**config.mk**
```make
export PLATFORM = sky130hd
export DESIGN_NAME = periph_bus_top
export DESIGN_NICKNAME = d
export VERILOG_FILES = /design/src/rtl/periph_pkg.sv /design/src/rtl/byte_scratch_peri.sv /design/src/rtl/gpio_ctrl.sv /design/src/rtl/periph_bus_top.sv /design/src/rtl/periph_decode.sv /design/src/rtl/read_return.sv /design/src/rtl/word_scratch_peri.sv
export VERILOG_INCLUDE_DIRS = /design/src /design/src/rtl
export SDC_FILE = /design/constraint.sdc
export NUM_CORES = 1
export LEC_CHECK = 0
export BUFFER_PORTS_ARGS = -buffer_cell sky130_fd_sc_hd__clkbuf_2
export CORE_ASPECT_RATIO = 0.8
export CORE_UTILIZATION = 30
export CTS_BUF_LIST = sky130_fd_sc_hd__clkbuf_8 sky130_fd_sc_hd__clkbuf_16
export DETAILED_ROUTE_END_ITERATION = 12
export HOLD_SLACK_MARGIN = 0.05
export MAX_ROUTING_LAYER = met4
export PLACE_DENSITY = 0.54
export SETUP_SLACK_MARGIN = 0.3
export SLEW_MARGIN = 20
export SYNTH_ARGS = -nofsm -noshare
export SYNTH_HDL_FRONTEND = slang
export SYNTH_SLANG_ARGS = --single-unit
```
**constraint.sdc**
```tcl
create_clock -name clk -period 2.8 [get_ports clk]
set_input_delay 0.56 -clock clk [delete_from_list [all_inputs] [get_ports clk]]
set_output_delay 0.56 -clock clk [all_outputs]
set_load 0.02 [all_outputs]
```
**src/rtl/periph_settings.svh**
```systemverilog
/*
 * Peripheral bus settings
 * Slot map, GPIO register offsets and reset routing of the output pins
 */
`ifndef PERIPH_SETTINGS_SVH
`define PERIPH_SETTINGS_SVH

// Slot map, per interface kind
`define PERI_NUM_SLOTS      16
`define PERI_SLOT_GPIO      1
`define PERI_SLOT_SCRATCH   2
`define PERI_SLOT_BYTES     0

// GPIO register offsets within its 64-byte window
`define GPIO_OFS_OUT        6'h00
`define GPIO_OFS_IN         6'h04
`define GPIO_OFS_FUNC_BASE  6'h20   // Eight selects, 0x20 to 0x3C

`define GPIO_FUNC_RESET_LOW   5'd2  // Pins 0-1, word scratch slot
`define GPIO_FUNC_RESET_HIGH  5'd1  // Pins 2-7, GPIO slot

`endif

```
**src/rtl/periph_pkg.sv**
```systemverilog
/*
 * Peripheral bus types
 * Address, data, size codes and slot selects shared by the wrapper
 */
package periph_pkg;

    typedef logic [10:0] addr_t;    // Peripheral address from the core
    typedef logic [31:0] word_t;
    typedef logic [7:0]  byte_t;    // Pin group or byte data

    // Active-low transfer size, as driven by the core
    typedef enum logic [1:0] {
        XFER_BYTE = 2'b00,
        XFER_HALF = 2'b01,
        XFER_WORD = 2'b10,
        XFER_NONE = 2'b11
    } xfer_size_t;

    typedef logic [15:0] slot_sel_t;  // One-hot slot select
    typedef logic [3:0]  slot_idx_t;

    // Bit 4 picks the byte slots, bits 3:0 the slot index
    typedef logic [4:0]  func_sel_t;

endpackage

```
**src/rtl/byte_scratch_peri.sv**
```systemverilog
/*
 * Byte scratch peripheral
 * Four byte registers on the byte interface, register 0 on the pins
 */
`timescale 1ns/1ns

module byte_scratch_peri (
    input  logic              clk,
    input  logic              rst_n,
    input  logic [3:0]        i_addr_ofs,
    input  logic              i_write,
    input  periph_pkg::byte_t i_data,
    output periph_pkg::byte_t o_rdata,
    output periph_pkg::byte_t o_uo_out
);
    import periph_pkg::*;

    byte_t regs [4];
    logic  hit;

    assign hit = i_addr_ofs[3:2] == 2'b00;  // Offsets 0-3

    always_ff @(posedge clk) begin
        if (!rst_n) begin
            for (int r = 0; r < 4; r++) begin
                regs[r] <= '0;
            end
        end else if (i_write && hit) begin
            regs[i_addr_ofs[1:0]] <= i_data;
        end
    end

    assign o_rdata  = hit ? regs[i_addr_ofs[1:0]] : '0;
    assign o_uo_out = regs[0];

endmodule

```
**src/rtl/gpio_ctrl.sv**
```systemverilog
/*
 * GPIO block
 * Output register, input pin readback and eight per-pin function
 * selects that route each output pin from any slot
 */
`timescale 1ns/1ns
`include "periph_settings.svh"

module gpio_ctrl (
    input  logic                   clk,
    input  logic                   rst_n,
    input  logic [5:0]             i_addr_ofs,
    input  periph_pkg::word_t      i_data,
    input  periph_pkg::xfer_size_t i_write_n,
    input  periph_pkg::xfer_size_t i_read_n,
    input  periph_pkg::byte_t      i_ui_in,
    input  periph_pkg::byte_t      i_word_pins [`PERI_NUM_SLOTS],
    input  periph_pkg::byte_t      i_byte_pins [`PERI_NUM_SLOTS],
    output periph_pkg::word_t      o_rdata,
    output logic                   o_ready,
    output periph_pkg::byte_t      o_uo_out
);
    import periph_pkg::*;

    byte_t      gpio_out;
    func_sel_t  func_sel [8];
    logic       wr_en;
    logic       func_hit;
    logic [2:0] func_idx;
    byte_t      word_src [`PERI_NUM_SLOTS];

    assign wr_en    = i_write_n != XFER_NONE;
    assign func_idx = i_addr_ofs[4:2];

    // Any word offset from 0x20 up to 0x3C
    assign func_hit = {i_addr_ofs[5], 3'b000, i_addr_ofs[1:0]} == `GPIO_OFS_FUNC_BASE;

    always_ff @(posedge clk) begin
        if (!rst_n) begin
            gpio_out <= '0;
            for (int p = 0; p < 8; p++) begin
                func_sel[p] <= (p < 2) ? `GPIO_FUNC_RESET_LOW : `GPIO_FUNC_RESET_HIGH;
            end
        end else if (wr_en) begin
            if (i_addr_ofs == `GPIO_OFS_OUT) begin
                gpio_out <= i_data[7:0];
            end
            if (func_hit) begin
                func_sel[func_idx] <= i_data[4:0];
            end
        end
    end

    always_comb begin
        o_rdata = '0;                           // Unused offsets read zero
        if (i_addr_ofs == `GPIO_OFS_OUT) begin
            o_rdata = {24'h0, gpio_out};
        end else if (i_addr_ofs == `GPIO_OFS_IN) begin
            o_rdata = {24'h0, i_ui_in};
        end else if (func_hit) begin
            o_rdata = {27'h0, func_sel[func_idx]};
        end
    end

    assign o_ready = i_read_n != XFER_NONE;    // Registers answer as soon as asked

    // The GPIO slot entry carries this block's own output register
    always_comb begin
        for (int s = 0; s < `PERI_NUM_SLOTS; s++) begin
            word_src[s] = i_word_pins[s];
        end
        word_src[`PERI_SLOT_GPIO] = gpio_out;
    end

    // Each pin takes its own bit from the slot its select names
    always_comb begin
        for (int p = 0; p < 8; p++) begin
            if (func_sel[p][4]) begin
                o_uo_out[p] = i_byte_pins[func_sel[p][3:0]][p];
            end else begin
                o_uo_out[p] = word_src[func_sel[p][3:0]][p];
            end
        end
    end

endmodule

```
**src/rtl/periph_bus_top.sv**
```systemverilog
/*
 * Peripheral bus core
 * Address decode, GPIO, two scratch peripherals and the read return
 * path, with the empty slots tied off
 */
`timescale 1ns/1ns
`include "periph_settings.svh"

module periph_bus_top (
    input  logic                   clk,
    input  logic                   rst_n,
    input  periph_pkg::byte_t      i_ui_in,
    input  periph_pkg::addr_t      i_addr,
    input  periph_pkg::word_t      i_data,
    input  periph_pkg::xfer_size_t i_write_n,
    input  periph_pkg::xfer_size_t i_read_n,
    input  logic                   i_read_complete,
    output periph_pkg::word_t      o_data,
    output logic                   o_ready,
    output periph_pkg::byte_t      o_uo_out
);
    import periph_pkg::*;

    wire word_t      word_rdata [`PERI_NUM_SLOTS];
    wire slot_sel_t  word_ready;
    wire byte_t      byte_rdata [`PERI_NUM_SLOTS];
    wire xfer_size_t word_write_n [`PERI_NUM_SLOTS];
    wire xfer_size_t word_read_n [`PERI_NUM_SLOTS];
    wire slot_sel_t  byte_write;
    wire byte_t      word_pins [`PERI_NUM_SLOTS];
    wire byte_t      byte_pins [`PERI_NUM_SLOTS];
    wire xfer_size_t read_n_masked;
    wire word_t      rdata;
    wire             rready;

    // Empty word slots read zero and are ready at once
    for (genvar s = 0; s < `PERI_NUM_SLOTS; s++) begin : g_word_tie
        if (s != `PERI_SLOT_GPIO && s != `PERI_SLOT_SCRATCH) begin : g_empty
            assign word_rdata[s] = '0;
            assign word_ready[s] = 1'b1;
        end
        if (s != `PERI_SLOT_SCRATCH) begin : g_no_pins
            assign word_pins[s] = '0;   // GPIO routes its own register internally
        end
    end

    for (genvar s = 0; s < `PERI_NUM_SLOTS; s++) begin : g_byte_tie
        if (s != `PERI_SLOT_BYTES) begin : g_empty
            assign byte_rdata[s] = '0;
            assign byte_pins[s]  = '0;
        end
    end

    periph_decode u_decode (
        .i_addr          (i_addr),
        .i_write_n       (i_write_n),
        .i_read_n_masked (read_n_masked),
        .i_word_rdata    (word_rdata),
        .i_word_ready    (word_ready),
        .i_byte_rdata    (byte_rdata),
        .o_word_write_n  (word_write_n),
        .o_word_read_n   (word_read_n),
        .o_byte_write    (byte_write),
        .o_rdata         (rdata),
        .o_rready        (rready)
    );

    gpio_ctrl u_gpio (
        .clk         (clk),
        .rst_n       (rst_n),
        .i_addr_ofs  (i_addr[5:0]),
        .i_data      (i_data),
        .i_write_n   (word_write_n[`PERI_SLOT_GPIO]),
        .i_read_n    (word_read_n[`PERI_SLOT_GPIO]),
        .i_ui_in     (i_ui_in),
        .i_word_pins (word_pins),
        .i_byte_pins (byte_pins),
        .o_rdata     (word_rdata[`PERI_SLOT_GPIO]),
        .o_ready     (word_ready[`PERI_SLOT_GPIO]),
        .o_uo_out    (o_uo_out)
    );

    word_scratch_peri u_word_scratch (
        .clk        (clk),
        .rst_n      (rst_n),
        .i_addr_ofs (i_addr[5:0]),
        .i_data     (i_data),
        .i_write_n  (word_write_n[`PERI_SLOT_SCRATCH]),
        .i_read_n   (word_read_n[`PERI_SLOT_SCRATCH]),
        .o_rdata    (word_rdata[`PERI_SLOT_SCRATCH]),
        .o_ready    (word_ready[`PERI_SLOT_SCRATCH]),
        .o_uo_out   (word_pins[`PERI_SLOT_SCRATCH])
    );

    byte_scratch_peri u_byte_scratch (
        .clk        (clk),
        .rst_n      (rst_n),
        .i_addr_ofs (i_addr[3:0]),
        .i_write    (byte_write[`PERI_SLOT_BYTES]),
        .i_data     (i_data[7:0]),
        .o_rdata    (byte_rdata[`PERI_SLOT_BYTES]),
        .o_uo_out   (byte_pins[`PERI_SLOT_BYTES])
    );

    read_return u_read_return (
        .clk             (clk),
        .rst_n           (rst_n),
        .i_read_n        (i_read_n),
        .i_write_n       (i_write_n),
        .i_read_complete (i_read_complete),
        .i_rdata         (rdata),
        .i_rready        (rready),
        .o_read_n_masked (read_n_masked),
        .o_data          (o_data),
        .o_ready         (o_ready)
    );

endmodule

```
**src/rtl/periph_decode.sv**
```systemverilog
/*
 * Peripheral address decode
 * Turns the bus address into per-slot size codes and write strobes,
 * and picks the read data and ready of the addressed slot
 */
`timescale 1ns/1ns
`include "periph_settings.svh"

module periph_decode (
    input  periph_pkg::addr_t      i_addr,
    input  periph_pkg::xfer_size_t i_write_n,
    input  periph_pkg::xfer_size_t i_read_n_masked,
    input  periph_pkg::word_t      i_word_rdata [`PERI_NUM_SLOTS],
    input  periph_pkg::slot_sel_t  i_word_ready,
    input  periph_pkg::byte_t      i_byte_rdata [`PERI_NUM_SLOTS],
    output periph_pkg::xfer_size_t o_word_write_n [`PERI_NUM_SLOTS],
    output periph_pkg::xfer_size_t o_word_read_n [`PERI_NUM_SLOTS],
    output periph_pkg::slot_sel_t  o_byte_write,
    output periph_pkg::word_t      o_rdata,
    output logic                   o_rready
);
    import periph_pkg::*;

    logic      byte_space;
    slot_idx_t word_idx;
    slot_idx_t byte_idx;
    slot_sel_t word_sel;
    slot_sel_t byte_sel;

    assign byte_space = i_addr[10];
    assign word_idx   = i_addr[9:6];    // 64-byte windows
    assign byte_idx   = i_addr[7:4];    // 16-byte windows

    always_comb begin
        word_sel = '0;
        byte_sel = '0;
        if (byte_space) begin
            byte_sel[byte_idx] = 1'b1;
        end else begin
            word_sel[word_idx] = 1'b1;
        end
    end

    // Unselected word slots see no transfer
    always_comb begin
        for (int s = 0; s < `PERI_NUM_SLOTS; s++) begin
            o_word_write_n[s] = word_sel[s] ? i_write_n : XFER_NONE;
            o_word_read_n[s]  = word_sel[s] ? i_read_n_masked : XFER_NONE;
        end
    end

    assign o_byte_write = byte_sel & {`PERI_NUM_SLOTS{i_write_n != XFER_NONE}};

    always_comb begin
        if (byte_space) begin
            o_rdata  = {24'h0, i_byte_rdata[byte_idx]};
            o_rready = 1'b1;                    // Byte slots answer at once
        end else begin
            o_rdata  = i_word_rdata[word_idx];
            o_rready = i_word_ready[word_idx];
        end
    end

endmodule

```
**src/rtl/read_return.sv**
```systemverilog
/*
 * Read return path
 * Captures slot read data once, holds it until the core reports the
 * read complete, and masks further reads while the result is pending
 */
`timescale 1ns/1ns

module read_return (
    input  logic                   clk,
    input  logic                   rst_n,
    input  periph_pkg::xfer_size_t i_read_n,
    input  periph_pkg::xfer_size_t i_write_n,
    input  logic                   i_read_complete,
    input  periph_pkg::word_t      i_rdata,
    input  logic                   i_rready,
    output periph_pkg::xfer_size_t o_read_n_masked,
    output periph_pkg::word_t      o_data,
    output logic                   o_ready
);
    import periph_pkg::*;

    word_t data_r;
    logic  hold;
    logic  ready_r;
    logic  read_req;
    logic  capture;

    assign read_req = i_read_n != XFER_NONE;
    assign capture  = !hold && read_req && i_rready;

    always_ff @(posedge clk) begin
        if (!rst_n) begin
            hold    <= 1'b0;
            ready_r <= 1'b0;
        end else begin
            if (i_read_complete) begin
                hold <= 1'b0;
            end
            if (capture) begin
                hold <= 1'b1;
            end
            ready_r <= read_req && i_rready;    // Follows the registered data
        end
    end

    always_ff @(posedge clk) begin
        if (capture) begin
            data_r <= i_rdata;
        end
    end

    // No second read reaches the slots while the result is on the bus
    assign o_read_n_masked = ready_r ? XFER_NONE : i_read_n;

    assign o_data  = data_r;
    assign o_ready = ready_r || (i_write_n != XFER_NONE);  // Writes complete at once

endmodule

```
**src/rtl/word_scratch_peri.sv**
```systemverilog
/*
 * Word scratch peripheral
 * One 32-bit register with byte, halfword and word writes,
 * ready one cycle after the read request
 */
`timescale 1ns/1ns

module word_scratch_peri (
    input  logic                   clk,
    input  logic                   rst_n,
    input  logic [5:0]             i_addr_ofs,
    input  periph_pkg::word_t      i_data,
    input  periph_pkg::xfer_size_t i_write_n,
    input  periph_pkg::xfer_size_t i_read_n,
    output periph_pkg::word_t      o_rdata,
    output logic                   o_ready,
    output periph_pkg::byte_t      o_uo_out
);
    import periph_pkg::*;

    word_t scratch;
    logic  ready_r;
    logic  hit;

    assign hit = i_addr_ofs == 6'h00;

    always_ff @(posedge clk) begin
        if (!rst_n) begin
            scratch <= '0;
            ready_r <= 1'b0;
        end else begin
            ready_r <= i_read_n != XFER_NONE;   // One cycle of read latency
            if (hit) begin
                case (i_write_n)
                    XFER_BYTE: scratch[7:0]  <= i_data[7:0];
                    XFER_HALF: scratch[15:0] <= i_data[15:0];
                    XFER_WORD: scratch       <= i_data;
                    default:   scratch       <= scratch;
                endcase
            end
        end
    end

    assign o_rdata  = hit ? scratch : '0;
    assign o_ready  = ready_r;
    assign o_uo_out = scratch[7:0];

endmodule

```
==> results by group <==
Clock network
  – CTS tree: built
  – # H-tree levels: 4
  – Post-CTS sizing: 0
  – Clk buf depth: 2
  – Clk sinks: between 100 and 150
  – Clock root buffer: clkbuf_16
  – CTS Buf Count: 17
  – Post-CTS Setup Inserts: 0
  – Clock slew at reported path FFs: roughly 0.07 ns
  – Hold buffers post-CTS: 0
  – Skew-Pair Late Insertion Delay: 0.42 ns

Synth
  – Synth Net Count: between 600 and 700
  – Yosys cell types: 42
  – Most area-consuming cells after synthesis: edfxtp_1, dfxtp_1, and2_1
  – Synth warn: 0
  – Most frequent cell after synthesis: edfxtp_1
  – Sequential fraction of the synthesis area: between 50% and 60%
  – Synth Area per Inst: approximately 12 sq um
  – Post-synthesis register bit count: 147
  – Post-synth EDFFs: between 100 and 150
  – Mapped Cells: 560
  – Post-Syn Area: 6810 sq um
  – Top post-synthesis cells by count: edfxtp_1, and2_1, dfxtp_1
  – Synth async-reset ratio: 0%
  – Share of the synthesized area in the top cell type: between 40% and 50%
  – Top_reg_cell synth: edfxtp_1
  – Yosys top cell by area: edfxtp_1

Layout
  – Final core utilization: 38.2%
  – Finished Layout Cells: slightly below 1000
  – Design Area, Final: 8380 sq um
  – Syn-to-layout area delta: 23.0%
  – Share of layout cells above drive strength 1: around 27%
  – Final nets: 734

Global route
  – Grt ovf: 0
  – Initial antenna violation count: 0
  – Vias in the first global route: ~4700
  – Total GRT Usage: between 10% and 20%
  – Global-route wire length before repair: about 28 mm
  – Largest net degree at the start of global routing: 50

Worst setup path
  – Critical path's slowest cell: or3_1
  – Max incr delay on CP: between 0.4 and 0.5 ns
  – Crit end category: register
  – Slack of the worst reg-to-reg path: approximately 1.1 ns
  – CP max FO: 8
  – Crit path max-delay family: simple AND/OR/NAND/NOR gates
  – Type of origin of the critical path: input pin
  – Critical path buffer and inverter count: 2
  – Crit path cell chain: clkbuf_2 > or3_1 > or2_2 > nor2_1 > ha_1 > nor3_4 > buf_4 > mux2i_1 > nor2b_1
  – Critical path class: input pin to register
  – Worst Path Arrival: 2.57 ns
  – Crit path required time: a little over 3 ns

Pwr
  – Leak: a little over 3 nW
  – Total power: around 5.2 mW
  – Pwr per Cell Area: 617 nW/um^2
  – VDD IR max: about 0.41 mV

Hold path
  – HP Class: input pin to register

Routing
  – WL final: 18.6 mm
  – Drt wl/cell: around 19 um
  – DRC violations left: 0
  – Vias after detailed routing: ~5000
  – DR iter-0 viols: between 400 and 500
  – Drt via density: a little under 5
  – Antenna-violating nets left: 0
  – DRT Pass-1 Iters: 5

Outcome
  – Status: finished clean

Die
  – Initial Util: between 30 and 40%
  – I/O pin count: 99
  – Core Area: between 20000 and 25000 sq um
  – Die ar.: 23300 sq um
  – Die Ht: ~140 um
  – Die Wd: around 170 um
  – # rows: 48

STA
  – Final worst path period share: ~81%
  – FMAX: around 0.44 GHz
  – Worst-margin pin slew: 0.601 ns
  – Final setup TNS: 0 ns
  – Max-slew violation count: 0
  – Final setup fails: 0
  – Worst-case headroom to the max-slew limit: between 50% and 60%
  – Hold Vio Cnt, Final: 0
  – RSZ-0062 raised after global routing: no
  – Minimum clock period after layout: about 2.3 ns
  – Setup Skew: between 0.009 and 0.01 ns

Placement
  – DPL Wire Length: between 10 and 15 mm
  – Area after DPL: roughly 7800 sq um
  – Placed insts: around 960
  – IO buf count: just under 100
  – Final GP Congestion: between 0.8 and 0.9

Run
  – Max Cap Viol: 0
[path summary, 6_finish.rpt]
check	endpoint	cells after the start	startpoint
max	u_word_scratch.scratch[14]	9	i_addr[10]
min reg2reg	u_word_scratch.o_ready	1	u_read_return.ready_r
min	u_word_scratch.scratch[27]	3	i_data[27]
max reg2reg	u_read_return.o_data[2]	3	u_byte_scratch.regs[0][2]
[cell type report]
| type | count | area, sq um |
|---|---|---|
| fill | 2120 | 13500 |
| sequential | 147 | 3980 |
| multi-input combinational | 374 | 2670 |
| timing repair buffer | 128 | 716 |
| clock buffer | 20 | 489 |
| tap | 300 | 375 |
| clock inverter | 12 | 118 |
| inverter | 6 | 22.5 |
| antenna | 1 | 2.50 |
[sequential cells by signal, summed over array words and instances, names as in the netlist]
| register | count |
|---|---|
| u_byte_scratch.regs | 32 |
| u_gpio.func_sel | 40 |
| u_gpio.gpio_out | 8 |
| u_read_return.hold | 1 |
| u_read_return.o_data | 32 |
| u_read_return.ready_r | 1 |
| u_word_scratch.o_ready | 1 |
| u_word_scratch.scratch | 32 |
[cells in the final DEF (no fill, tap or decap), types with 4 or more instances in the layout]
| cell | n |
|---|---|
| a21boi_1 | 4 |
| nor2b_1 | 18 |
| and2_1 | 88 |
| a31oi_1 | 8 |
| nand3_1 | 17 |
| clkbuf_16 | 19 |
| mux4_2 | 18 |
| edfxtp_1 | 104 |
| nand3b_1 | 16 |
| a21oi_1 | 12 |
| o21ai_0 | 12 |
| nand2b_1 | 22 |
| a21boi_0 | 22 |
| a32oi_1 | 4 |
| o221ai_1 | 5 |
| nor3_1 | 18 |
| a22oi_1 | 4 |
| nand2_1 | 41 |
| inv_1 | 6 |
| dfxtp_1 | 43 |
| buf_4 | 30 |
| clkbuf_2 | 98 |
| mux2i_1 | 22 |
| nor2_1 | 14 |
[metrics by stage]
stage                     hold WS [ns]  setup slack, ns
after floorplan                  0.399            0.156
after global placement           0.411            0.155
after detailed placement         0.414            0.101
after CTS                        0.343            0.543
after global routing             0.354            0.406
final                            0.360            0.537
[worst reg2reg max path, stage by stage (launching register included)]
cell and delay [ns]:
edfxtp_1 0.46, mux4_2 0.55, a22oi_1 0.18, o221ai_1 0.23
[cells by family (layout without fill, tap and decap cells)]
family / Yosys count / after routing / synth area share (%)
AOI/OAI and AO/OA: 77 / 77 / 7.72
adders and majority gates: 2 / 2 / 0.367
buffers and inverters: 39 / 166 / 2.48
DFF: 147 / 147 / 58.5
muxes: 40 / 40 / 9.18
other: 0 / 1 / 0
and+or+nand+nor: 255 / 255 / 21.8
[metal layers]
metal	vias up	GRT usage, %	share of wire (%)
li1	2280	-	-
met1	2384	23.1	48
met2	186	25.1	45
met3	17	3.90	5.5
met4	0	4.65	1.5
met5	-	-	0
[where the power goes]
| part | internal, mW | switching, mW |
|---|---|---|
| registers | 2.42 | 0.0509 |
| logic | 0.145 | 0.243 |
| clock network | 1.37 | 0.941 |
Note: power is estimated with default switching activity, not from simulation.
